## src/verilog/ppu_reg_pkg.sv

```systemverilog
`default_nettype none

// APB side of the background unit.
// The bus is 32 bits wide. The registers are bytes on word addresses.
package ppu_reg_pkg;

	// ~~~~~~~~~~~~~~~~~~~~~~~~~~~~~~~~~~~~~~~~~~~~~~~~~~~~~~~~~~~~~~~~~~~~
	// bus geometry
	// ~~~~~~~~~~~~~~~~~~~~~~~~~~~~~~~~~~~~~~~~~~~~~~~~~~~~~~~~~~~~~~~~~~~~

	localparam int APB_ADDR_W = 16;
	localparam int APB_DATA_W = 32;

	// ~~~~~~~~~~~~~~~~~~~~~~~~~~~~~~~~~~~~~~~~~~~~~~~~~~~~~~~~~~~~~~~~~~~~
	// address map
	// ~~~~~~~~~~~~~~~~~~~~~~~~~~~~~~~~~~~~~~~~~~~~~~~~~~~~~~~~~~~~~~~~~~~~

	// 0x0000 up to here is vram, byte per address
	localparam logic [APB_ADDR_W-1:0] VRAM_WINDOW_END = 16'h1FFF;

	localparam logic [APB_ADDR_W-1:0] REG_LCDC = 16'h2000;    // control byte
	localparam logic [APB_ADDR_W-1:0] REG_SCY  = 16'h2004;    // vertical scroll
	localparam logic [APB_ADDR_W-1:0] REG_SCX  = 16'h2008;    // horizontal scroll

	// ~~~~~~~~~~~~~~~~~~~~~~~~~~~~~~~~~~~~~~~~~~~~~~~~~~~~~~~~~~~~~~~~~~~~
	// lcdc bits
	// ~~~~~~~~~~~~~~~~~~~~~~~~~~~~~~~~~~~~~~~~~~~~~~~~~~~~~~~~~~~~~~~~~~~~

	localparam int LCDC_BG_EN    = 0;    // clear forces every pixel to 0
	localparam int LCDC_MAP_SEL  = 3;    // 0 -> map at 0x1800, 1 -> 0x1C00
	localparam int LCDC_DATA_SEL = 4;    // 1 -> unsigned from 0x0000, 0 -> signed around 0x1000

endpackage

`default_nettype wire

```

## src/verilog/vram_pkg.sv

```systemverilog
`default_nettype none

package vram_pkg;

	localparam int VRAM_AW    = 13;
	localparam int VRAM_BYTES = 1 << VRAM_AW;

	localparam int SCREEN_W       = 160;
	localparam int TILES_PER_LINE = 21;    // one extra tile covers the fine scroll
	localparam int LAST_LY        = 153;   // last line number the LCD counter reaches

	localparam logic [VRAM_AW-1:0] MAP_BASE_0 = 13'h1800;
	localparam logic [8:0] SIGNED_TILE_BIAS   = 9'd128;

	// one tile slot is eight clocks
	typedef enum logic [2:0] {
		MAP_RD,
		MAP_WAIT,
		LO_RD,
		LO_WAIT,
		HI_RD,
		HI_WAIT,
		IDLE6,
		LOAD
	} fetch_step_e;

	typedef struct packed {
		logic [1:0] region;     // always 2'b11 for the maps
		logic       map_sel;
		logic [4:0] row;
		logic [4:0] col;
	} map_view_t;

	typedef struct packed {
		logic [8:0] tile_no;    // 0..383, 16 bytes per tile
		logic [2:0] line;
		logic       plane;      // 0 low bits, 1 high bits
	} tile_view_t;

	typedef union packed {
		map_view_t  map;
		tile_view_t tile;
	} vram_addr_u;

endpackage

`default_nettype wire

```

## src/verilog/bg_map_addr.sv

```systemverilog
`default_nettype none
`timescale 1ns/1ps

module bg_map_addr
	import ppu_reg_pkg::*;
	import vram_pkg::*;
(
	input  wire logic [7:0]  ly,
	input  wire logic [4:0]  tile_x,
	input  wire logic [7:0]  line_scy,
	input  wire logic [7:0]  line_scx,
	input  wire logic [7:0]  line_lcdc,
	input  wire fetch_step_e step,
	input  wire logic [7:0]  tile_num,
	output vram_addr_u       fetch_addr
);

	logic [7:0] bg_y;       // line in the 256x256 map
	logic [7:0] bg_x;       // left column of the tile being fetched
	logic [8:0] eff_tile;

	// scroll adders, both wrap at 256
	assign bg_y = ly + line_scy;
	assign bg_x = {tile_x, 3'b000} + line_scx;

	// signed mode: tile 0 sits at 0x1000, -128 at 0x0800
	always_comb begin
		if (line_lcdc[LCDC_DATA_SEL])
			eff_tile = {1'b0, tile_num};
		else
			eff_tile = {1'b0, ~tile_num[7], tile_num[6:0]} + SIGNED_TILE_BIAS;
	end

	always_comb begin
		fetch_addr = '0;
		if (step == MAP_RD) begin
			fetch_addr.map.region  = MAP_BASE_0[VRAM_AW-1 -: 2];
			fetch_addr.map.map_sel = line_lcdc[LCDC_MAP_SEL];
			fetch_addr.map.row     = bg_y[7:3];
			fetch_addr.map.col     = bg_x[7:3];
		end else begin
			fetch_addr.tile.tile_no = eff_tile;
			fetch_addr.tile.line    = bg_y[2:0];
			fetch_addr.tile.plane   = step == HI_RD;    // only the read steps matter
		end
	end

endmodule

`default_nettype wire

```

## config.mk

```make
export PLATFORM = sky130hd
export DESIGN_NAME = bg_map_addr
export DESIGN_NICKNAME = d
export VERILOG_FILES = /design/src/verilog/ppu_reg_pkg.sv /design/src/verilog/vram_pkg.sv /design/src/verilog/bg_map_addr.sv
export SDC_FILE = /design/constraint.sdc
export NUM_CORES = 1
export LEC_CHECK = 0
export BUFFER_PORTS_ARGS = -buffer_cell sky130_fd_sc_hd__buf_4
export CAP_MARGIN = 20
export CORE_MARGIN = 2
export CORE_UTILIZATION = 31
export DETAILED_ROUTE_END_ITERATION = 8
export MAX_ROUTING_LAYER = met4
export PLACE_DENSITY = 0.72
export REMOVE_ABC_BUFFERS = 1
export SLEW_MARGIN = 20
export SYNTH_ARGS = -nofsm -noshare
export SYNTH_HDL_FRONTEND = slang
export SYNTH_SLANG_ARGS = --single-unit
```

## constraint.sdc

```tcl
create_clock -name vclk -period 1.6
set_clock_uncertainty 0.05 [all_clocks]
set_input_delay 0.08 -clock vclk [all_inputs]
set_output_delay 0.08 -clock vclk [all_outputs]
set_load 0.1 [all_outputs]
```

# Word level (Yosys, flattened, before mapping)
# Index checks and enable logic that the tools add are counted.
[totals]
register_bits = 0
in_bits = 48
word_cells = 8
[op_classes]
n_addsub = 3
eq_ne = 1
mux = 2
bitwise_logic = 1
reduce_logical = 1
[op_table]
columns = ["cell", "n"]
rows = [
  ["adder 8 bit", 2],
  ["two-way mux 13 bit", 1],
  ["adder 8 x 8 -> 9 bit (second input constant)", 1],
  ["two-way mux 9 bit", 1],
  ["equality test 3 bit (second input constant)", 1],
  ["zero test 3 bit", 1],
  ["NOT 1 bit", 1],
]

# Logic depth before layout (Yosys ltp)
[depth]
word_depth = 4
mapped_depth = 7

# Worst setup path after synthesis
# OpenSTA, ideal clock, no wires.
[synth_timing]
path_type = "input -> output"
startpoint = "input step[2]"
endpoint = "output fetch_addr[7] (netlist bit)"
arrival_ns = 4.210
required_time_ns = 1.470
path_slack_ns = -2.740
path_stages = 4
path_buffers = 2
cell_sequence = "or3_1 > clkbuf_1 > buf_2 > o311ai_0"
[synth_lines]
columns = ["element", "line", "rtl"]
rows = [
  ["start: declaration", "bg_map_addr.sv:13", "input wire fetch_step_e step,"],
  ["end: declaration", "bg_map_addr.sv:15", "output vram_addr_u fetch_addr"],
]

==> summary.log <==
[floorplanning] num rows 16
[grt] total global routing track utilization 19.95%
[outcome] failing checks setup timing
[drt] number of antenna-violating nets in the routed design 0
[synth] number of warning messages in the yosys log 0
[grt] global-route wire length before repair 3905 um
[pwr] largest voltage drop on the vdd net 0.3089 mV
[synth] sequential-to-total area share from yosys stat 0%
[floorplanning] overall die width 49.46 um
[place] Final Wtd Congestion 0.8835
[finish] Layout Nets 228
[drt] total number of vias 969
[grt] number of antenna violations at the first check in global routing 0
[drt] vias per cell 5.047
[synth] synth cell count leaders 11 x ha_1, 11 x nand2_1, 9 x inv_1, 9 x o21ai_0, 7 x a21oi_1
[drt] aggregate routed wire length 2514 um
[drt] Routed met2 length 1337 um
[floorplanning] chip height 49.46 um
[critical_path] critical path fanouts, max 2
[timing] minimum period implied by the final worst setup slack 1.630 ns
[timing] setup slack after layout -0.03044 ns
[synth] mean instance size in the synthesized netlist 6.673 um^2
[critical_path] cell occurring most often along the worst timing path buf_6
[critical_path] category of the most critical setup path in2out
[place] total cell area at the placement stage 0.001195 mm^2
[grt] GRT overflow 0
[timing] RSZ-0062 raised after global routing yes
[drt] number of optimization iterations in the first detailed-route pass 4
[finish] number of standard cells in the final layout excluding fillers 192
[critical_path] endpoint kind of the worst setup timing path output pin
[timing] Slew @ Worst Pin 0.2801 ns
[finish] share of layout cells above drive strength 1 59.39%
[synth] Distinct cells, synth 29
[pwr] switching part of the total 59.63%
[pwr] sequential group share of total power 0%
[pwr] Gate power share 100.0%
[pwr] power per cell area 485.8 mW/mm^2
[drt] remaining design rule violation count 0
[finish] fill cell instance count of the final layout 157
[synth] cell taking the most area after synthesis ha_1
[timing] number of pins exceeding their max-slew limit in the final report 0
[finish] synth-to-layout area growth 125.8%
[finish] diodes inserted 0
[timing] max_slew headroom 81.48%
[place] pre-CTS setup slack -0.2898 ns
[critical_path] crit-path cells buf_6 > ha_4 > inv_2 > fa_2 > buf_6 > nor2b_4 > o21ai_2 > a211oi_2 > a21o_1 > buf_12
[critical_path] CP startpoint ly[0]
[drt] detailed router's first-iteration violation count 26
[pwr] share of total power in the clock network 0%
[synth] netlist area before placement 640.6 um^2
[synth] instance count of the mapped netlist 96
[floorplanning] die area 0.002446 mm^2
[finish] sequential cell count 0
[hold_path] Hold/Removal Path Class in2out
[drt] wire length on met1 1013 um
[finish] clock buffer instance count of the final layout 0
[pwr] internal power consumption 0.0002837 W
[critical_path] Worst Setup Start Kind primary input
[critical_path] endpoint of the worst setup timing path fetch_addr[6]
[synth] dominant cells by area after synthesis ha_1 21%, o21ai_0 7.0%, nand2_1 6.4%
[timing] maximum clock frequency 0.6133 GHz
[floorplanning] core footprint 0.001962 mm^2
[critical_path] slowest stage cell on the critical path fa_2
[drt] met3 routed wirelength 139 um
[finish] post-route cell area 0.001446 mm^2
[finish] register area 0 um^2
[critical_path] delay of the slowest cell on the worst path 0.35 ns
[cts] post-cts hold buffer count 0
[floorplanning] initial core utilization 32.65%
[critical_path] Req. time, crit path 1.47 ns
[synth] share of Yosys cell area claimed by the top area cell type 21.48%
[run] number of max-capacitance violations reported 0
[timing] Hold Vio Cnt, Final 0
[timing] setup TNS after final layout -0.05628 ns
[drt] routed wire length per instance 13.09 um
[drt] highest signal layer in the routed design met4
[outcome] status complete, but fails checks
[place] placed wire-length estimate after detailed placement 1741 um
[pwr] total net switching power 0.0004190 W
[grt] largest net degree at the start of global routing 16
[timing] number of setup violations in the final report 2
[place] # port buffers 52
[place] number of cells after detailed placement 191
[pwr] leak pwr 0.7073 nW
[floorplanning] number of primary I/O pins 61
[timing] fraction of the cycle the final worst path needs 101.9%
[grt] via count of the first global-routing pass 924
[critical_path] data arrival time of the critical path 1.50 ns
==> placed cells by master (no fill, tap or decap), types with 2 or more instances in the layout <==
cell type	Yosys	routed
buf_12	0	4
o21ai_0	9	5
a21oi_2	0	2
buf_6	0	9
ha_1	11	6
o21ai_1	0	3
nor2_1	6	6
nand2b_1	4	3
inv_2	0	2
buf_4	0	59
a21oi_1	7	5
nand3_2	0	3
a21o_1	3	3
inv_1	9	7
xor2_1	3	3
a211o_1	2	2
fa_2	0	2
ha_4	0	5
nand2_1	11	11
a211oi_2	0	2
nor3_1	3	2
==> cell families (layout without fill, tap and decap cells) <==
family | Yosys count | in the layout | synth area share, %
adder cells (fa/ha/maj) | 13 | 13 | 27.73
multiplexers | 1 | 1 | 1.563
XOR/XNOR | 4 | 4 | 5.470
buffers and inverters | 12 | 81 | 7.226
AND/OR/NAND/NOR | 36 | 36 | 28.12
AO/OA/AOI/OAI | 30 | 30 | 29.88
==> worst min path at each step <==
| stage | startpoint | slack (ns) | cells past startpoint | end |
|---|---|---|---|---|
| after detailed placement | tile_num[7] | 0.48 | 3 | fetch_addr[12] |
| after global placement | tile_num[7] | 0.47 | 3 | fetch_addr[12] |
| after global routing | line_lcdc[4] | 0.50 | 3 | fetch_addr[12] |
| final | tile_num[7] | 0.48 | 3 | fetch_addr[12] |
| after floorplan | step[0] | 0.45 | 1 | fetch_addr[0] |
| after CTS | tile_num[7] | 0.48 | 3 | fetch_addr[12] |
==> power groups by stage <==
stage | Clock [W] | Sequential (W) | Combinational [W]
global route | 0 | 0 | 0.000742
global placement | 0 | 0 | 0.000578
detailed placement | 0 | 0 | 0.000588
finish | 0 | 0 | 0.000703
CTS | 0 | 0 | 0.000648
floorplan | 0 | 0 | 0.000382
==> worst max-delay path, delay by kind of cell <==
family                     cells  cell delay (ns)
AOI/OAI and AO/OA              3             0.39
adders and majority gates      2             0.48
buffers and inverters          4             0.42
and+or+nand+nor                1             0.12
==> timing repair <==
action / 4_1_cts / 5_1_grt
resized for setup: 34 / 22
setup endpoints to repair: 7 / 8
setup buffers: 0 / 1
pin swaps: 6 / 14
==> layer usage <==
| metal | vias to the layer above | track usage, % |
|---|---|---|
| met2 | 38 | 40.09 |
| met3 | 2 | 0.9091 |
| met5 | - | - |
| li1 | 486 | - |
| met4 | 0 | 0 |
| met1 | 443 | 22.98 |
==> stage by stage <==
step	total power (W)	hold slack (ns)	utilization, %
floorplan	0.0003815	0.4502	-
global placement	0.0005779	0.4746	60.91
finish	0.0007027	0.4798	73.72
CTS	0.0006476	0.4805	67.86
detailed placement	0.0005877	0.4811	60.91
global route	0.0007420	0.5018	73.72
==> area by class of cell <==
type / instances / area (um^2) / share of cell area, %
Inverter: 9 / 33.78 / 2.336
Multi-Input combinational cell: 84 / 754.5 / 52.16
Tap cell: 27 / 33.78 / 2.336
Timing Repair Buffer: 72 / 624.3 / 43.17
(Power assumes the default switching activity.)
