<file path="src/verilog/ppu_reg_pkg.sv">
`default_nettype none

// APB side of the background unit.
// The bus is 32 bits wide. The registers are bytes on word addresses.
package ppu_reg_pkg;

	// ~~~~~~~~~~~~~~~~~~~~~~~~~~~~~~~~~~~~~~~~~~~~~~~~~~~~~~~~~~~~~~~~~~~~
	// bus geometry
	// ~~~~~~~~~~~~~~~~~~~~~~~~~~~~~~~~~~~~~~~~~~~~~~~~~~~~~~~~~~~~~~~~~~~~

	localparam int APB_ADDR_W = 16;
	localparam int APB_DATA_W = 32;

	// ~~~~~~~~~~~~~~~~~~~~~~~~~~~~~~~~~~~~~~~~~~~~~~~~~~~~~~~~~~~~~~~~~~~~
	// address map
	// ~~~~~~~~~~~~~~~~~~~~~~~~~~~~~~~~~~~~~~~~~~~~~~~~~~~~~~~~~~~~~~~~~~~~

	// 0x0000 up to here is vram, byte per address
	localparam logic [APB_ADDR_W-1:0] VRAM_WINDOW_END = 16'h1FFF;

	localparam logic [APB_ADDR_W-1:0] REG_LCDC = 16'h2000;    // control byte
	localparam logic [APB_ADDR_W-1:0] REG_SCY  = 16'h2004;    // vertical scroll
	localparam logic [APB_ADDR_W-1:0] REG_SCX  = 16'h2008;    // horizontal scroll

	// ~~~~~~~~~~~~~~~~~~~~~~~~~~~~~~~~~~~~~~~~~~~~~~~~~~~~~~~~~~~~~~~~~~~~
	// lcdc bits
	// ~~~~~~~~~~~~~~~~~~~~~~~~~~~~~~~~~~~~~~~~~~~~~~~~~~~~~~~~~~~~~~~~~~~~

	localparam int LCDC_BG_EN    = 0;    // clear forces every pixel to 0
	localparam int LCDC_MAP_SEL  = 3;    // 0 -> map at 0x1800, 1 -> 0x1C00
	localparam int LCDC_DATA_SEL = 4;    // 1 -> unsigned from 0x0000, 0 -> signed around 0x1000

endpackage

`default_nettype wire

</file>
<file path="src/verilog/vram_pkg.sv">
`default_nettype none

package vram_pkg;

	localparam int VRAM_AW    = 13;
	localparam int VRAM_BYTES = 1 << VRAM_AW;

	localparam int SCREEN_W       = 160;
	localparam int TILES_PER_LINE = 21;    // one extra tile covers the fine scroll
	localparam int LAST_LY        = 153;   // last line number the LCD counter reaches

	localparam logic [VRAM_AW-1:0] MAP_BASE_0 = 13'h1800;
	localparam logic [8:0] SIGNED_TILE_BIAS   = 9'd128;

	// one tile slot is eight clocks
	typedef enum logic [2:0] {
		MAP_RD,
		MAP_WAIT,
		LO_RD,
		LO_WAIT,
		HI_RD,
		HI_WAIT,
		IDLE6,
		LOAD
	} fetch_step_e;

	typedef struct packed {
		logic [1:0] region;     // always 2'b11 for the maps
		logic       map_sel;
		logic [4:0] row;
		logic [4:0] col;
	} map_view_t;

	typedef struct packed {
		logic [8:0] tile_no;    // 0..383, 16 bytes per tile
		logic [2:0] line;
		logic       plane;      // 0 low bits, 1 high bits
	} tile_view_t;

	typedef union packed {
		map_view_t  map;
		tile_view_t tile;
	} vram_addr_u;

endpackage

`default_nettype wire

</file>
<file path="src/verilog/bg_apb_regs.sv">
`default_nettype none
`timescale 1ns/1ps

module bg_apb_regs
	import ppu_reg_pkg::*;
	import vram_pkg::*;
(
	input  wire logic                  clk,
	input  wire logic                  rst_n,
	input  wire logic                  psel,
	input  wire logic                  penable,
	input  wire logic                  pwrite,
	input  wire logic [APB_ADDR_W-1:0] paddr,
	input  wire logic [APB_DATA_W-1:0] pwdata,
	output logic      [APB_DATA_W-1:0] prdata,
	output logic                       pready,
	output logic                       pslverr,
	output logic                       vram_req,
	input  wire logic                  vram_gnt,
	output logic                       vram_we,
	output logic      [VRAM_AW-1:0]    vram_addr,
	output logic      [7:0]            vram_wdata,
	input  wire logic [7:0]            vram_rdata,
	output logic      [7:0]            lcdc,
	output logic      [7:0]            scy,
	output logic      [7:0]            scx
);

	logic access, vram_hit, reg_hit;
	logic gnt_seen;    // port was ours last cycle, rdata is valid now

	assign access   = psel && penable;
	assign vram_hit = paddr <= VRAM_WINDOW_END;
	assign reg_hit  = paddr == REG_LCDC || paddr == REG_SCY || paddr == REG_SCX;

	// request stays up until the grant shows, then wait one cycle for data
	assign vram_req   = access && vram_hit && !gnt_seen;
	assign vram_we    = pwrite;
	assign vram_addr  = paddr[VRAM_AW-1:0];
	assign vram_wdata = pwdata[7:0];

	assign pready  = vram_hit ? gnt_seen : 1'b1;
	assign pslverr = access && !vram_hit && !reg_hit;

	always_comb begin
		prdata = '0;
		if (vram_hit) begin
			prdata[7:0] = vram_rdata;
		end else begin
			case (paddr)
				REG_LCDC: prdata[7:0] = lcdc;
				REG_SCY:  prdata[7:0] = scy;
				REG_SCX:  prdata[7:0] = scx;
				default:  prdata = '0;    // unmapped reads as zero
			endcase
		end
	end

	always_ff @(posedge clk or negedge rst_n) begin
		if (!rst_n) begin
			lcdc     <= '0;
			scy      <= '0;
			scx      <= '0;
			gnt_seen <= 1'b0;
		end else begin
			gnt_seen <= vram_gnt;
			if (access && pwrite) begin
				case (paddr)
					REG_LCDC: lcdc <= pwdata[7:0];
					REG_SCY:  scy  <= pwdata[7:0];
					REG_SCX:  scx  <= pwdata[7:0];
					default: ;
				endcase
			end
		end
	end

endmodule

`default_nettype wire

</file>
<file path="config.mk">
export PLATFORM = sky130hd
export DESIGN_NAME = bg_apb_regs
export DESIGN_NICKNAME = d
export VERILOG_FILES = /design/src/verilog/ppu_reg_pkg.sv /design/src/verilog/vram_pkg.sv /design/src/verilog/bg_apb_regs.sv
export SDC_FILE = /design/constraint.sdc
export NUM_CORES = 1
export LEC_CHECK = 0
export BUFFER_PORTS_ARGS = -buffer_cell sky130_fd_sc_hd__buf_2
export CORE_ASPECT_RATIO = 1.4
export CORE_UTILIZATION = 42
export CTS_BUF_LIST = sky130_fd_sc_hd__clkbuf_2
export DETAILED_ROUTE_END_ITERATION = 8
export PLACE_DENSITY = 0.95
export SETUP_SLACK_MARGIN = 0.1
export SYNTH_ARGS = -nofsm -noshare
export SYNTH_HDL_FRONTEND = slang
export SYNTH_SLANG_ARGS = --single-unit
</file>
<file path="constraint.sdc">
create_clock -name clk -period 4.6 [get_ports clk]
set_clock_uncertainty 0.15 [all_clocks]
set_input_delay 0.69 -clock clk [delete_from_list [all_inputs] [get_ports clk]]
set_output_delay 0.69 -clock clk [all_outputs]
set_load 0.005 [all_outputs]
</file>
* Word-level counts from Yosys, hierarchy flattened
Index checks and enable logic that the tools add are counted.
** Word-level totals
- Output and inout port bits :: 81
- Register bits :: 25
** Cells by class
- Order comparisons :: 1
- Eq/ne operators :: 3
- Reduce and logical (&&, ||, !) cells :: 14
- Multiplexer cells :: 3
** Operators with widths (number)
- $eq 16x14->1 const B :: 3
- $pmux 8 s3 :: 1
- $le 16x13->1 const B :: 1
- $mux 8 :: 1
- $logic_and 1x1->1 :: 6
- $reduce_and 2->1 :: 3
- $logic_not 1->1 :: 3
- $logic_or 1x1->1 :: 2
- $mux 1 :: 1

* Longest topological paths before layout
- Depth after elaboration :: 5
- Depth in mapped cells :: 5
- Mapped depth without buffers :: 4

* Worst setup path after synthesis
Ideal clock, no wire load.
- Kind :: input to output
- Start :: input port paddr[9]
- End :: output port prdata[0]
- Path buffers :: 2
- Setup slack :: 1.234 ns
- Arrival time :: 2.526 ns
- Required time :: 3.760 ns
- Cell stages on the path :: 5
- Cells stage by stage :: or4b_2 > clkbuf_1 > or4b_2 > clkbuf_1 > o21ai_0
** Between the ends
- Longest elaborated chain between the ends :: 3
** RTL lines
- start: declaration :: line bg_apb_regs.sv:13 : input wire logic [APB_ADDR_W-1:0] paddr,
- parallel branches: the longest is 2 deep, another holds $le 16x13->1
- $mux 8 * :: line bg_apb_regs.sv:47 : if (vram_hit) begin
- end: declaration :: line bg_apb_regs.sv:15 : output logic [APB_DATA_W-1:0] prdata,
Every way passes the cells marked *.

* Worst setup path after layout
- Start :: input port paddr[8]
- End :: output port prdata[7]
The elaborated chain is that of the path after synthesis.

==> metrics.md <==
| Metric | Value |
|---|---|
| Largest net degree at the start of global routing | 26 |
| Yosys warns | 0 |
| Cell taking the most area after synthesis | dfrtp_1 |
| Io pins | 143 |
| Dpl hpwl | 3080 um |
| Worst R2R End | scx[7]$_DFFE_PN0P_ |
| Max-Cap Viols | 0 |
| Leakage dissipation | 1.11 nW |
| Most frequent cells in the layout | buf_2, dfrtp_1, mux2_2, conb_1, mux2i_1 |
| Max VDD drop | 178 uV |
| Vias per inst | 4.99 |
| Site row count | 26 |
| Register area share after synthesis | 38.0% |
| Syn avg cell area | 11.1 um2 |
| Clock tree root buffer cell | clkbuf_2 |
| Period Utilization, post-route | 80.0% |
| CP required | 3760 ps |
| Initial antenna violation count | 0 |
| # Post-CTS Setup Buffers | 0 |
| Port bufs | 94 |
| CP arrival | 2840 ps |
| Placed Area | 0.00190 mm2 |
| Vias in the first global route | 1186 |
| Multi-input logic area | 726 um2 |
| Number of CTS-inserted buffers | 3 |
| Gr usage total | 19.5% |
| Pwr Density | 187 mW/mm2 |
| Tmin final | 3680 ps |
| TritonCTS clock tree | done |
| DRC | 0 |
| Critical Path Fanout Max | 8 |
| Fin nets | 284 |
| CP Class | input pin to output port |
| Int Pwr | 0.265 mW |
| Worst hold path class | input pin to async pin |
| Most common cell after layout, fill and taps aside | buf_2 |
| Fillers | 340 |
| Length of the first detailed-routing pass in iterations | 4 |
| Clock-pin slew on the worst setup and hold paths | 230 ps |
| Setup TNS | 0 ps |
| Flops & latches, synth | 25 |
| Slew Viols, Final | 0 |
| Area grow syn2layout | 16.5% |
| Pre-CTS setup slack | 944 ps |
| Clock tree sinks | 25 |
| Run status | complete, no violations |
| Cells resized by post-CTS repair | 0 |
| Unrepaired setup endpoints after global routing | false |
| R2R setup slack | 3630 ps |
| Global-route wire length before repair | 5810 um |
| Max Freq | 272 MHz |
| CP endpoint kind | output port |
| Post-route ant nets | 0 |
| Congestion Overflow GR | 0 |
| Worst rel slew slack | 56.0% |
| Routability cong. | 0.720 |
| Final Hold Fails | 0 |
| P_sw | 0.0943 mW |
| Least-Margin Pin Slew | 655 ps |
| Setup ws final | 919 ps |
| Total Wirelength | 3930 um |
| Worst reg-to-reg path cell count | 1 |
| Pwr Total | 0.359 mW |
| Initial detailed-routing violation count | 25 |
| Final setup violation count | 0 |
| Comb power frac | 15.5% |
| Number of library cell types mapped by synthesis | 25 |
| Number of antenna diodes | 0 |
| Share of cells above drive strength 1 | 59.3% |
| Sw Share | 26.3% |
| Post-Synthesis Cells | 148 |
| Die area | 0.00418 mm2 |
| Top-area cell type share of the netlist area | 38.0% |
| R2r startpoint | scx[7]$_DFFE_PN0P_ |
| Die Span X | 54.9 um |
| Clock buffer depth | 2 |
| H-tree depth | 1 |
| Worst-skew pair later-pin latency | 320 ps |
| Mapped cell area | 0.00165 mm2 |
| FF/Latch Area | 626 um2 |
| Sequential share of power | 61.5% |
| Routed via count | 1312 |
| Post-CTS Hold Fix Bufs | 0 |
| Starting density of the core | 44.4% |
| Startpoint Class | input pin |
| Synth area leaders | dfrtp_1, buf_4, mux2_2, mux2i_1, a22oi_1 |
| Core area | 0.00371 mm2 |
| Routed wire length per instance | 14.9 um |
| Clock power share | 23.0% |
| Die Y | 76.1 um |
| Final instance area | 0.00192 mm2 |
## layout make-up
cell class | count | share of cell area (%)
Tap cell | 42 | 2.74
Timing Repair Buffer | 96 | 25.3
Inverter | 2 | 0.392
Clock buffer | 3 | 0.783
Clock inverter | 1 | 0.261
Sequential cell | 25 | 32.6
Multi-Input combinational cell | 94 | 37.9
## through the flow
| step | hold slack, ps | instances | util, % |
|---|---|---|---|
| detailed placement | 366 | 259 | 51.1 |
| global route | 150 | 263 | 51.7 |
| global placement | 359 | 259 | 51.1 |
| finish | 131 | 263 | 51.7 |
| CTS | 134 | 263 | 51.7 |
| floorplan | 244 | 171 | - |
## state kept, by name, summed over array words and instances (netlist names)
name and flops:
scy 8, gnt_seen 1, lcdc 8, scx 8
## layer usage
metal	vias up	wire length [um]	track usage [%]
met5	-	0	0
met4	0	10	5.00
met3	2	312	1.80
met2	86	2080	34.8
met1	619	1520	23.8
li1	605	-	-
## how the worst max path moves through the flow
stage,startpoint,to,slack (ps),cells after the start
after floorplan,paddr[9],prdata[0],1230,5
final,paddr[8],prdata[7],920,6
after detailed placement,paddr[9],prdata[5],940,5
after global routing,paddr[8],prdata[7],870,6
after CTS,paddr[9],prdata[5],940,5
after global placement,paddr[9],prdata[6],990,5
## logic make-up after synthesis
group | after synthesis | share of synthesized area (%)
simple gates | 23 | 11.6
flops | 25 | 38.0
other cells | 1 | 0.228
buf+inv | 52 | 23.1
compound gates | 15 | 5.78
mux | 32 | 21.3
## critical path: stages
cell	delay [ps]
buf_2	100
or4_1	620
nor3_1	240
or4b_2	780
o21ai_0	240
buf_2	160
## power groups by stage
stage | registers (mW) | clock network, mW | logic [mW]
floorplan | 0.225 | 0 | 0.0467
finish | 0.221 | 0.0827 | 0.0557
CTS | 0.221 | 0.0868 | 0.0563
detailed placement | 0.224 | 0 | 0.0560
global placement | 0.225 | 0 | 0.0548
global route | 0.221 | 0.0925 | 0.0649
## synthesized netlist by cell type
cell type  number
or4bb_1         1
buf_4          46
nor4_2          1
conb_1          1
buf_8           1
dfrtp_1        25
clkbuf_1        2
mux2_2         24
a22oi_1         7
nor4_1          1
inv_1           2
or4b_2          3
nand3_1         1
o211ai_1        1
or4_4           1
mux2i_1         8
nand2b_1        1
buf_2           1
nor3_1          5
nor4_4          1
or4_1           3
o21ai_0         7
nand2_1         3
nor2_1          1
nor4b_4         1
Note: power is estimated with default switching activity, not from simulation.
