**src/verilog/vram_pkg.sv**
```systemverilog
`default_nettype none

package vram_pkg;

	localparam int VRAM_AW    = 13;
	localparam int VRAM_BYTES = 1 << VRAM_AW;

	localparam int SCREEN_W       = 160;
	localparam int TILES_PER_LINE = 21;    // one extra tile covers the fine scroll
	localparam int LAST_LY        = 153;   // last line number the LCD counter reaches

	localparam logic [VRAM_AW-1:0] MAP_BASE_0 = 13'h1800;
	localparam logic [8:0] SIGNED_TILE_BIAS   = 9'd128;

	// one tile slot is eight clocks
	typedef enum logic [2:0] {
		MAP_RD,
		MAP_WAIT,
		LO_RD,
		LO_WAIT,
		HI_RD,
		HI_WAIT,
		IDLE6,
		LOAD
	} fetch_step_e;

	typedef struct packed {
		logic [1:0] region;     // always 2'b11 for the maps
		logic       map_sel;
		logic [4:0] row;
		logic [4:0] col;
	} map_view_t;

	typedef struct packed {
		logic [8:0] tile_no;    // 0..383, 16 bytes per tile
		logic [2:0] line;
		logic       plane;      // 0 low bits, 1 high bits
	} tile_view_t;

	typedef union packed {
		map_view_t  map;
		tile_view_t tile;
	} vram_addr_u;

endpackage

`default_nettype wire

```
**src/verilog/bg_pixel_shifter.sv**
```systemverilog
`default_nettype none
`timescale 1ns/1ps

module bg_pixel_shifter
	import vram_pkg::*;
(
	input  wire logic        clk,
	input  wire logic        rst_n,
	input  wire fetch_step_e step,
	input  wire logic [7:0]  rdata,
	input  wire logic        load,
	input  wire logic        shift_en,
	input  wire logic        bg_en,
	output logic [7:0]       tile_num,
	output logic [1:0]       pixel
);

	logic [7:0] lo_byte;
	logic [7:0] hi_byte;
	logic [7:0] lo_sr;
	logic [7:0] hi_sr;

	// data of each read step is on rdata during the wait step that follows
	always_ff @(posedge clk) begin
		case (step)
			MAP_WAIT: tile_num <= rdata;
			LO_WAIT:  lo_byte  <= rdata;
			HI_WAIT:  hi_byte  <= rdata;
			default: ;
		endcase
	end

	// ~~~~~~~~~~~~~~~~~~~~~~~~~~~~~~~~~~~~~~~~~~~~~~~~~~~~~~~~~~~~~~~~~~~~
	// two-plane shift register, leftmost pixel in bit 7
	// ~~~~~~~~~~~~~~~~~~~~~~~~~~~~~~~~~~~~~~~~~~~~~~~~~~~~~~~~~~~~~~~~~~~~

	always_ff @(posedge clk or negedge rst_n) begin
		if (!rst_n) begin
			lo_sr <= '0;
			hi_sr <= '0;
		end else if (load) begin
			lo_sr <= lo_byte;    // previous tile is fully out by now
			hi_sr <= hi_byte;
		end else if (shift_en) begin
			lo_sr <= {lo_sr[6:0], 1'b0};
			hi_sr <= {hi_sr[6:0], 1'b0};
		end
	end

	assign pixel = bg_en ? {hi_sr[7], lo_sr[7]} : 2'b00;

endmodule

`default_nettype wire

```
**config.mk**
```make
export PLATFORM = sky130hd
export DESIGN_NAME = bg_pixel_shifter
export DESIGN_NICKNAME = d
export VERILOG_FILES = /design/src/verilog/vram_pkg.sv /design/src/verilog/bg_pixel_shifter.sv
export SDC_FILE = /design/constraint.sdc
export NUM_CORES = 1
export LEC_CHECK = 0
export BUFFER_PORTS_ARGS = -buffer_cell sky130_fd_sc_hd__buf_2
export CORE_MARGIN = 2
export CORE_UTILIZATION = 50
export DETAILED_ROUTE_END_ITERATION = 10
export PLACE_DENSITY = 0.83
export SETUP_SLACK_MARGIN = 0.5
export SYNTH_ARGS = -nofsm -noshare
export SYNTH_HDL_FRONTEND = slang
export SYNTH_SLANG_ARGS = --single-unit
```
**constraint.sdc**
```tcl
create_clock -name clk -period 1.1 [get_ports clk]
set_clock_uncertainty 0.2 [all_clocks]
set_input_delay 0.055 -clock clk [delete_from_list [all_inputs] [get_ports clk]]
set_output_delay 0.055 -clock clk [all_outputs]
set_load 0.02 [all_outputs]
```
Yosys cells after proc, flatten, opt, wreduce, memory -nomap -nowiden --
Cells that the tools add are included.
Storage, ports and cells: bits in registers 40, bits of input ports 16, word-level logic and storage cells 14
Cells by class: eq/ne operators 3, mux-type cells 5, reductions and logical operators 1
Operator list (count):
- $mux W8 | 4
- $eq A3 B1 Y1 const B | 1
- $eq A3 B2 Y1 const B | 1
- $eq A3 B3 Y1 const B | 1
- $mux W2 | 1
- $reduce_bool A2 Y1 | 1

Logic depth before layout (Yosys ltp) --
Gate-level depths: netlist of run 1.
depth after elaboration 2, depth in mapped cells 4, mapped depth without buffers 2

Least setup slack after synthesis of run 1 --
Ideal clock, no wire load.
path kind input to register, start input step[1], end register tile_num[0], enable pin, library setup time 0.385 ns, arrival time 0.734 ns, data required time 0.515 ns, slack -0.219 ns, cell stages on the path 1, cell sequence nor3b_1
On the way: cells in the longest elaborated chain, start to end 1
RTL lines:
- start: declaration | line bg_pixel_shifter.sv:9 | input wire fetch_step_e step,
- $eq A3 B1 Y1 | line bg_pixel_shifter.sv:25 | case (step)
- end signal: assignment | line bg_pixel_shifter.sv:26 | MAP_WAIT: tile_num <= rdata;
- end: declaration | line bg_pixel_shifter.sv:14 | output logic [7:0] tile_num,
Every way passes these cells. A chain may end at the register's enable or synchronous reset.

Final worst setup path of run 1 --
start register hi_sr[7], end output pixel[1]
On the way: cells in the longest elaborated chain, start to end 1
RTL lines:
- start: declaration | line bg_pixel_shifter.sv:21 | logic [7:0] hi_sr;
- start signal: assignment | line bg_pixel_shifter.sv:43 | hi_sr <= hi_byte;
- start signal: assignment | line bg_pixel_shifter.sv:46 | hi_sr <= {hi_sr[6:0], 1'b0};
- $mux W2 | line bg_pixel_shifter.sv:50 | assign pixel = bg_en ? {hi_sr[7], lo_sr[7]} : 2'b00;
- end: declaration | line bg_pixel_shifter.sv:15 | output logic [1:0] pixel
Every way passes these cells.

==> metrics.txt, run 1 <==
# TYPE chip_impl_metric gauge
chip_impl_metric{name="chipHeight",unit="um"} 58.7
chip_impl_info{name="synth_top_area_cell",value="edfxtp_1"} 1
chip_impl_metric{name="clk_pin_slew_worst_paths",unit="ns"} 0.12
chip_impl_metric{name="power_report.internal_total",unit="mW"} 2.34
chip_impl_metric{name="fill_cells",unit=""} 202
chip_impl_metric{name="post_synth_inst_count",unit=""} 99
chip_impl_metric{name="grt-ovfl-total",unit=""} 0
chip_impl_metric{name="antenna_cells",unit=""} 0
chip_impl_metric{name="detailedRoute.firstPassIterationCount",unit=""} 7
chip_impl_metric{name="synth_seq_cells",unit=""} 40
chip_impl_metric{name="synth-warning-count",unit=""} 0
chip_impl_metric{name="floorplan.initialDensity",unit=""} 0.533
chip_impl_metric{name="antenna_found_initial",unit=""} 0
chip_impl_metric{name="pwr-share-comb",unit=""} 0.103
chip_impl_metric{name="placedInstanceArea",unit="mm^2"} 0.00171
chip_impl_metric{name="post-route-cell-area",unit="mm^2"} 0.00190
chip_impl_metric{name="route.final.wire_length",unit="mm"} 2.17
chip_impl_metric{name="grt_max_degree",unit=""} 26
chip_impl_metric{name="final.period_utilization",unit=""} 1.13
chip_impl_metric{name="synth.lib_cells_used.distinct",unit=""} 15
chip_impl_metric{name="port_buffers",unit=""} 25
chip_impl_info{name="worstSetupStartpointType",value="flop"} 1
chip_impl_metric{name="sinks_on_clock_net",unit=""} 40
chip_impl_metric{name="setup_slack",unit="ns"} -0.147
chip_impl_info{name="worstHoldPathType",value="in -> async"} 1
chip_impl_info{name="synth_most_common_cell",value="edfxtp_1"} 1
chip_impl_metric{name="post_synth_and_or_nand_nor_area_fraction",unit=""} 0.0728
chip_impl_metric{name="p_sw",unit="uW"} 670
chip_impl_metric{name="share_of_the_synthesized_area_in_compound_gates_ao_oa_aoi_oai",unit=""} 0.0536
chip_impl_metric{name="core_area",unit="mm^2"} 0.00281
chip_impl_metric{name="final_antenna_net_count",unit=""} 0
chip_impl_metric{name="peak_fanout_along_the_critical_path",unit=""} 2
chip_impl_info{name="crit_path_end_kind",value="output port"} 1
chip_impl_info{name="unrepaired_setup_endpoints_after_global_routing",value="yes"} 1
chip_impl_metric{name="avgViaCountPerCell",unit=""} 5.06
chip_impl_metric{name="share_seq_of_total_power",unit=""} 0.578
chip_impl_metric{name="async_flop_share",unit=""} 0.400
chip_impl_info{name="crit_path_top_delay_cell",value="dfrtp_1"} 1
chip_impl_metric{name="chipWidth",unit="um"} 58.7
chip_impl_metric{name="grt_pass1_wl",unit="mm"} 3.65
chip_impl_metric{name="clock_tree.htree_level_count",unit=""} 2
chip_impl_metric{name="first_global_vias",unit=""} 842
chip_impl_metric{name="synth-edff-count",unit=""} 24
chip_impl_metric{name="clk_latency",unit="ns"} 0.34
chip_impl_info{name="synth_top_cells_by_count",value="edfxtp_1, nand2_1, dfrtp_1"} 1
chip_impl_metric{name="synth_top_cell_area_share",unit=""} 0.482
chip_impl_metric{name="cp_data_arrival_time",unit="ns"} 0.99
chip_impl_metric{name="dp_hpwl",unit="mm"} 1.61
chip_impl_info{name="tritoncts",value="done"} 1
chip_impl_metric{name="hold_slack",unit="ns"} -0.594
chip_impl_metric{name="finalHoldViolCount",unit=""} 72
chip_impl_metric{name="ioPinCount",unit=""} 26
chip_impl_info{name="synthFlopType",value="edfxtp_1"} 1
chip_impl_metric{name="post_synth_xor_area_fraction",unit=""} 0
chip_impl_metric{name="post-route-drc-count",unit=""} 1
chip_impl_metric{name="design.die.area",unit="mm^2"} 0.00344
chip_impl_metric{name="setup_viol",unit=""} 10
chip_impl_metric{name="timing.critical_path.slowest_cell_delay",unit="ns"} 0.40
chip_impl_metric{name="slew-limit-headroom",unit=""} 0.764
chip_impl_metric{name="area_growth_syn_to_layout",unit="%"} 26.9
chip_impl_info{name="path_cells",value="and2_4 -> buf_6"} 1
chip_impl_metric{name="fmaxAchievable",unit="MHz"} 802
chip_impl_metric{name="final-instance-count-excl-fill",unit=""} 164
chip_impl_metric{name="netlist_area",unit="mm^2"} 0.00150
chip_impl_metric{name="cellLeakagePower",unit="nW"} 0.795
chip_impl_metric{name="min_period",unit="ns"} 1.25
chip_impl_info{name="cell_class_contributing_the_biggest_share_of_worst_path_delay",value="flip-flops"} 1
chip_impl_metric{name="peak_supply_drop",unit="uV"} 1450
chip_impl_metric{name="finalWeightedCongestion",unit=""} 0.763
chip_impl_metric{name="clock_path_buffers",unit=""} 2
chip_impl_metric{name="synth.net_count",unit=""} 115
chip_impl_metric{name="count_of_buffering_cells_on_the_critical_path_with_inverters_included",unit=""} 1
chip_impl_metric{name="drt_first_iter_violations",unit=""} 15
chip_impl_metric{name="avgRoutedWirePerCell",unit="um"} 13.2
chip_impl_metric{name="critical_path_required",unit="ns"} 0.84
chip_impl_info{name="cts_root_buffer",value="clkbuf_4"} 1
chip_impl_metric{name="share_of_cell_area_taken_by_muxes_after_synthesis",unit=""} 0.0937
chip_impl_info{name="status",value="complete, but fails checks"} 1
chip_impl_metric{name="finalNetCount",unit=""} 148
chip_impl_metric{name="tightestPinTransition",unit="ns"} 0.353
chip_impl_info{name="worstSetupPathType",value="reg -> out"} 1
chip_impl_metric{name="placement_rows",unit=""} 19
chip_impl_info{name="synth_area_leaders",value="edfxtp_1, dfrtp_1, mux2i_1"} 1
chip_impl_metric{name="place_inst",unit=""} 154
chip_impl_metric{name="clock_power_share",unit=""} 0.319
chip_impl_metric{name="swShare",unit=""} 0.223
chip_impl_metric{name="report.final.slew_viol_count",unit=""} 0
chip_impl_metric{name="groute.usage.overall",unit=""} 0.149
chip_impl_info{name="failing_checks",value="DRC, hold timing, setup timing"} 1
chip_impl_metric{name="synth-seq-area-share",unit=""} 0.750
chip_impl_metric{name="max_cap_viol_count",unit=""} 0
chip_impl_metric{name="synth-adder-area-share",unit=""} 0
chip_impl_metric{name="synthesis.area_per_instance",unit="um^2"} 15.1
chip_impl_metric{name="cts-buffers-inserted",unit=""} 5
chip_impl_info{name="largest_family_of_logic_cells_by_synthesized_area",value="multiplexers"} 1
chip_impl_metric{name="layout-drive-gt1-share",unit=""} 0.338
chip_impl_metric{name="power.density_cell_area",unit="mW/mm^2"} 1590
chip_impl_metric{name="vias_post_dr",unit=""} 830
cell families (layout without fill, tap and decap cells):
| family | after synthesis | after routing |
|---|---|---|
| buf+inv | 5 | 39 |
| flops | 40 | 40 |
| mux | 14 | 14 |
| simple gates | 24 | 24 |
| compound gates | 16 | 16 |
power groups by stage:
stage	Combinational (mW)	Clock [mW]	Sequential (mW)
global placement	0.260	0	1.77
finish	0.310	0.960	1.74
floorplan	0.154	0	1.78
detailed placement	0.270	0	1.77
global route	0.338	1.03	1.75
CTS	0.297	0.987	1.74
cell type report:
type	instances	area (um^2)	area share
Clock buffer	5	37.5	0.0198
Sequential cell	40	1120	0.591
Tap cell	31	38.8	0.0204
Clock inverter	3	46.3	0.0244
Timing Repair Buffer	31	284	0.150
Multi-Input combinational cell	54	370	0.195
path summary, 6_finish.rpt:
| kind | from | end | slack (ns) | cells after the start |
|---|---|---|---|---|
| max | hi_sr[7]$_DFFE_PN0P_ | pixel[1] | -0.15 | 2 |
| min | rst_n | hi_sr[7]$_DFFE_PN0P_ | -0.59 | 1 |
| max reg2reg | hi_sr[7]$_DFFE_PN0P_ | hi_sr[7]$_DFFE_PN0P_ | 0.07 | 3 |
| min reg2reg | lo_byte[6]$_DFFE_PN_ | lo_sr[6]$_DFFE_PN0P_ | 0.27 | 2 |
| max in group asynchronous | rst_n | lo_sr[1]$_DFFE_PN0P_ | 1.04 | 1 |
| min in group clk | rdata[6] | lo_byte[6]$_DFFE_PN_ | -0.29 | 1 |
state kept, by name, summed over array words and instances, names as in the netlist:
name / flops
hi_byte: 8
hi_sr: 8
lo_byte: 8
lo_sr: 8
tile_num: 8
through the flow:
stage	setup WS, ns	total power, mW	TNS, ns	util
6_report	-0.147	3.01	-0.614	0.677
5_1_grt	-0.197	3.12	-1.13	0.677
4_1_cts	-0.167	3.02	-0.810	0.662
3_5_place_dp	0.00634	2.04	0	0.610
3_3_place_gp	0.0355	2.03	0	0.610
2_1_floorplan	0.169	1.93	0	-
metal layers:
metal  GRT usage  part of all wire  vias to the layer above
li1            -                 -                      420
met3      0.0615             0.055                        2
met4      0.0552            0.0055                        0
met1       0.189              0.44                      383
met2       0.231              0.50                       25
met5           0                 0                        -
what timing repair did:
action	4_1_cts	5_1_grt
setup buffers	1	1
pin swaps	1	1
endpoints found under the hold margin	72	72
setup endpoints to repair	50	42
gates resized for setup	17	10
cells in the final DEF, fill, tap and decap left out:
master	synthesis	routed
edfxtp_1	24	24
and2_4	0	2
clkbuf_4	0	5
inv_6	0	1
nand2_8	0	1
and3b_2	0	1
buf_8	0	1
nor2_4	0	1
nor3b_4	0	1
nand2_1	17	16
buf_12	1	3
nand2b_1	2	2
bufinv_16	0	1
mux2i_1	14	14
buf_4	0	2
buf_6	1	11
dfrtp_1	16	16
buf_2	2	14
o21ai_1	8	16
clkinvlp_4	0	1
No activity file was read; power rests on OpenSTA's default activity.
==> run 2, diff against run 1 <==
--- a/config.mk
+++ b/config.mk
@@ -11,4 +11,5 @@
 export DETAILED_ROUTE_END_ITERATION = 10
 export PLACE_DENSITY = 0.83
+export REMOVE_ABC_BUFFERS = 1
 export SETUP_SLACK_MARGIN = 0.5
 export SYNTH_ARGS = -nofsm -noshare
==> constraint.sdc (replaced) <==
create_clock -name clk -period 1.1 [get_ports clk]
set_clock_uncertainty 0.2 [all_clocks]
set_input_delay 0.22 -clock clk [delete_from_list [all_inputs] [get_ports clk]]
set_output_delay 0.22 -clock clk [all_outputs]
set_load 0.02 [all_outputs]
==> metrics.txt, run 2 (same netlist as run 1, synthesis figures left out) <==
# TYPE chip_impl_metric gauge
chip_impl_info{name="status",value="complete, but fails checks"} 1
chip_impl_info{name="cts_root_buffer",value="clkbuf_4"} 1
chip_impl_metric{name="antenna_found_initial",unit=""} 0
chip_impl_info{name="worstSetupStartpointType",value="flop"} 1
chip_impl_metric{name="power.density_cell_area",unit="mW/mm^2"} 1460
chip_impl_metric{name="min_period",unit="ns"} 1.42
chip_impl_metric{name="hold_slack",unit="ns"} -0.431
chip_impl_metric{name="ioPinCount",unit=""} 26
chip_impl_metric{name="critical_path_required",unit="ns"} 0.68
chip_impl_metric{name="post-route-cell-area",unit="mm^2"} 0.00189
chip_impl_info{name="unrepaired_setup_endpoints_after_global_routing",value="yes"} 1
chip_impl_metric{name="multi_input_area",unit="um^2"} 360
chip_impl_metric{name="chipWidth",unit="um"} 58.7
chip_impl_metric{name="placedInstanceArea",unit="mm^2"} 0.00169
chip_impl_metric{name="clock_tree.htree_level_count",unit=""} 2
chip_impl_metric{name="max_cap_viol_count",unit=""} 0
chip_impl_metric{name="peak_fanout_along_the_critical_path",unit=""} 2
chip_impl_metric{name="grt-ovfl-total",unit=""} 0
chip_impl_metric{name="post-route-drc-count",unit=""} 0
chip_impl_metric{name="finalNetCount",unit=""} 153
chip_impl_info{name="worstSetupPathType",value="reg -> out"} 1
chip_impl_metric{name="r2r_cells",unit=""} 3
chip_impl_metric{name="cts-buffers-inserted",unit=""} 5
chip_impl_metric{name="groute.usage.overall",unit=""} 0.171
chip_impl_info{name="layout_common_cells",value="edfxtp_1, nand2_1, o21ai_1, dfrtp_1, mux2i_1"} 1
chip_impl_metric{name="setup_slack",unit="ns"} -0.322
chip_impl_metric{name="design.die.area",unit="mm^2"} 0.00344
chip_impl_metric{name="report.final.slew_viol_count",unit=""} 0
chip_impl_metric{name="drt_first_iter_violations",unit=""} 22
chip_impl_metric{name="detailedRoute.firstPassIterationCount",unit=""} 4
chip_impl_metric{name="slew-limit-headroom",unit=""} 0.775
chip_impl_metric{name="peak_supply_drop",unit="uV"} 1080
chip_impl_metric{name="fmaxAchievable",unit="MHz"} 703
chip_impl_info{name="final_common_cell",value="edfxtp_1"} 1
chip_impl_metric{name="clk_pin_slew_worst_paths",unit="ns"} 0.11
chip_impl_metric{name="clock_path_buffers",unit=""} 2
chip_impl_metric{name="antenna_cells",unit=""} 0
chip_impl_metric{name="final_antenna_net_count",unit=""} 0
chip_impl_metric{name="cellLeakagePower",unit="nW"} 0.807
chip_impl_metric{name="sinks_on_clock_net",unit=""} 40
chip_impl_metric{name="route.final.wire_length",unit="mm"} 2.60
chip_impl_metric{name="dp_hpwl",unit="mm"} 1.75
chip_impl_metric{name="floorplan.initialDensity",unit=""} 0.533
chip_impl_metric{name="core_area",unit="mm^2"} 0.00281
chip_impl_metric{name="avgRoutedWirePerCell",unit="um"} 15.4
chip_impl_metric{name="total_area_of_sequential_cells",unit="mm^2"} 0.00112
chip_impl_metric{name="cp_data_arrival_time",unit="ns"} 1.00
chip_impl_metric{name="vias_post_dr",unit=""} 846
chip_impl_metric{name="setup_viol",unit=""} 10
chip_impl_metric{name="grt_pass1_wl",unit="mm"} 4.22
chip_impl_info{name="crit_path_end_kind",value="output port"} 1
chip_impl_metric{name="layout-drive-gt1-share",unit=""} 0.348
chip_impl_metric{name="port_buffers",unit=""} 25
chip_impl_metric{name="finalHoldViolCount",unit=""} 40
chip_impl_info{name="tritoncts",value="done"} 1
chip_impl_info{name="failing_checks",value="hold timing, setup timing"} 1
chip_impl_metric{name="final.period_utilization",unit=""} 1.29
chip_impl_metric{name="fill_cells",unit=""} 181
chip_impl_metric{name="tightestPinTransition",unit="ns"} 0.338
chip_impl_metric{name="area_growth_syn_to_layout",unit="%"} 26.5
chip_impl_metric{name="avgViaCountPerCell",unit=""} 5.01
chip_impl_metric{name="placement_rows",unit=""} 19
chip_impl_info{name="worstHoldPathType",value="in -> async"} 1
chip_impl_metric{name="grt_max_degree",unit=""} 18
chip_impl_metric{name="first_global_vias",unit=""} 941
chip_impl_metric{name="chipHeight",unit="um"} 58.7
chip_impl_metric{name="finalWeightedCongestion",unit=""} 0.784
chip_impl_metric{name="timing.setup.tns",unit="ns"} -2.33
chip_impl_metric{name="clk_latency",unit="ns"} 0.33
## run 2: power breakdown
part           switching (mW)  internal, mW  leakage [nW]
Sequential             0.0467          1.70         0.416
Clock                   0.447         0.254        0.0284
Combinational           0.159         0.163         0.362
Total                   0.652          2.11         0.807
## run 2: cell type report
class / count / share of cell area
sequential: 40 / 0.593
multi-input combinational: 54 / 0.190
timing repair buffer: 36 / 0.166
clock buffer: 6 / 0.0218
tap: 31 / 0.0205
clock inverter: 2 / 0.00860
## run 2: final timing paths
path	start	to	slack, ns
worst max-delay path	lo_sr[7]$_DFFE_PN0P_	pixel[0]	-0.32
worst min-delay path	rst_n	hi_sr[5]$_DFFE_PN0P_	-0.43
worst max register to register	lo_sr[7]$_DFFE_PN0P_	lo_sr[7]$_DFFE_PN0P_	0.07
worst min register to register	hi_byte[0]$_DFFE_PN_	hi_sr[0]$_DFFE_PN0P_	0.29
max in group asynchronous	rst_n	lo_sr[1]$_DFFE_PN0P_	0.88
min in group clk	rdata[7]	lo_byte[7]$_DFFE_PN_	-0.12
## run 2: stage by stage
step           total power [mW]  utilization  cells  worst slack, ns
3_5_place_dp               2.03        0.601    158           -0.211
4_1_cts                    2.77        0.662    167           -0.329
5_1_grt                    2.89        0.674    169           -0.352
3_3_place_gp               2.00        0.601    158           -0.176
2_1_floorplan              1.88            -     94           -0.384
6_report                   2.77        0.674    169           -0.322
## run 2: routing by layer
layer | global-route usage | up-vias | share of wire
li1 | - | 430 | -
met1 | 0.198 | 392 | 0.37
met2 | 0.300 | 20 | 0.58
met3 | 0.0440 | 4 | 0.037
met4 | 0.0779 | 0 | 0.0088
met5 | 0 | - | 0
## run 2: critical path, stage by stage (launching register included)
cell	delay, ns
dfrtp_1	0.41
and2_4	0.15
buf_6	0.12
## run 2: repair_timing
item / 4_1_cts / 5_1_grt
buffers inserted: 1 / 2
endpoints found under the hold margin: 40 / 40
setup endpoints to repair: 50 / 50
pin swaps: 5 / 1
gates resized for setup: 37 / 5
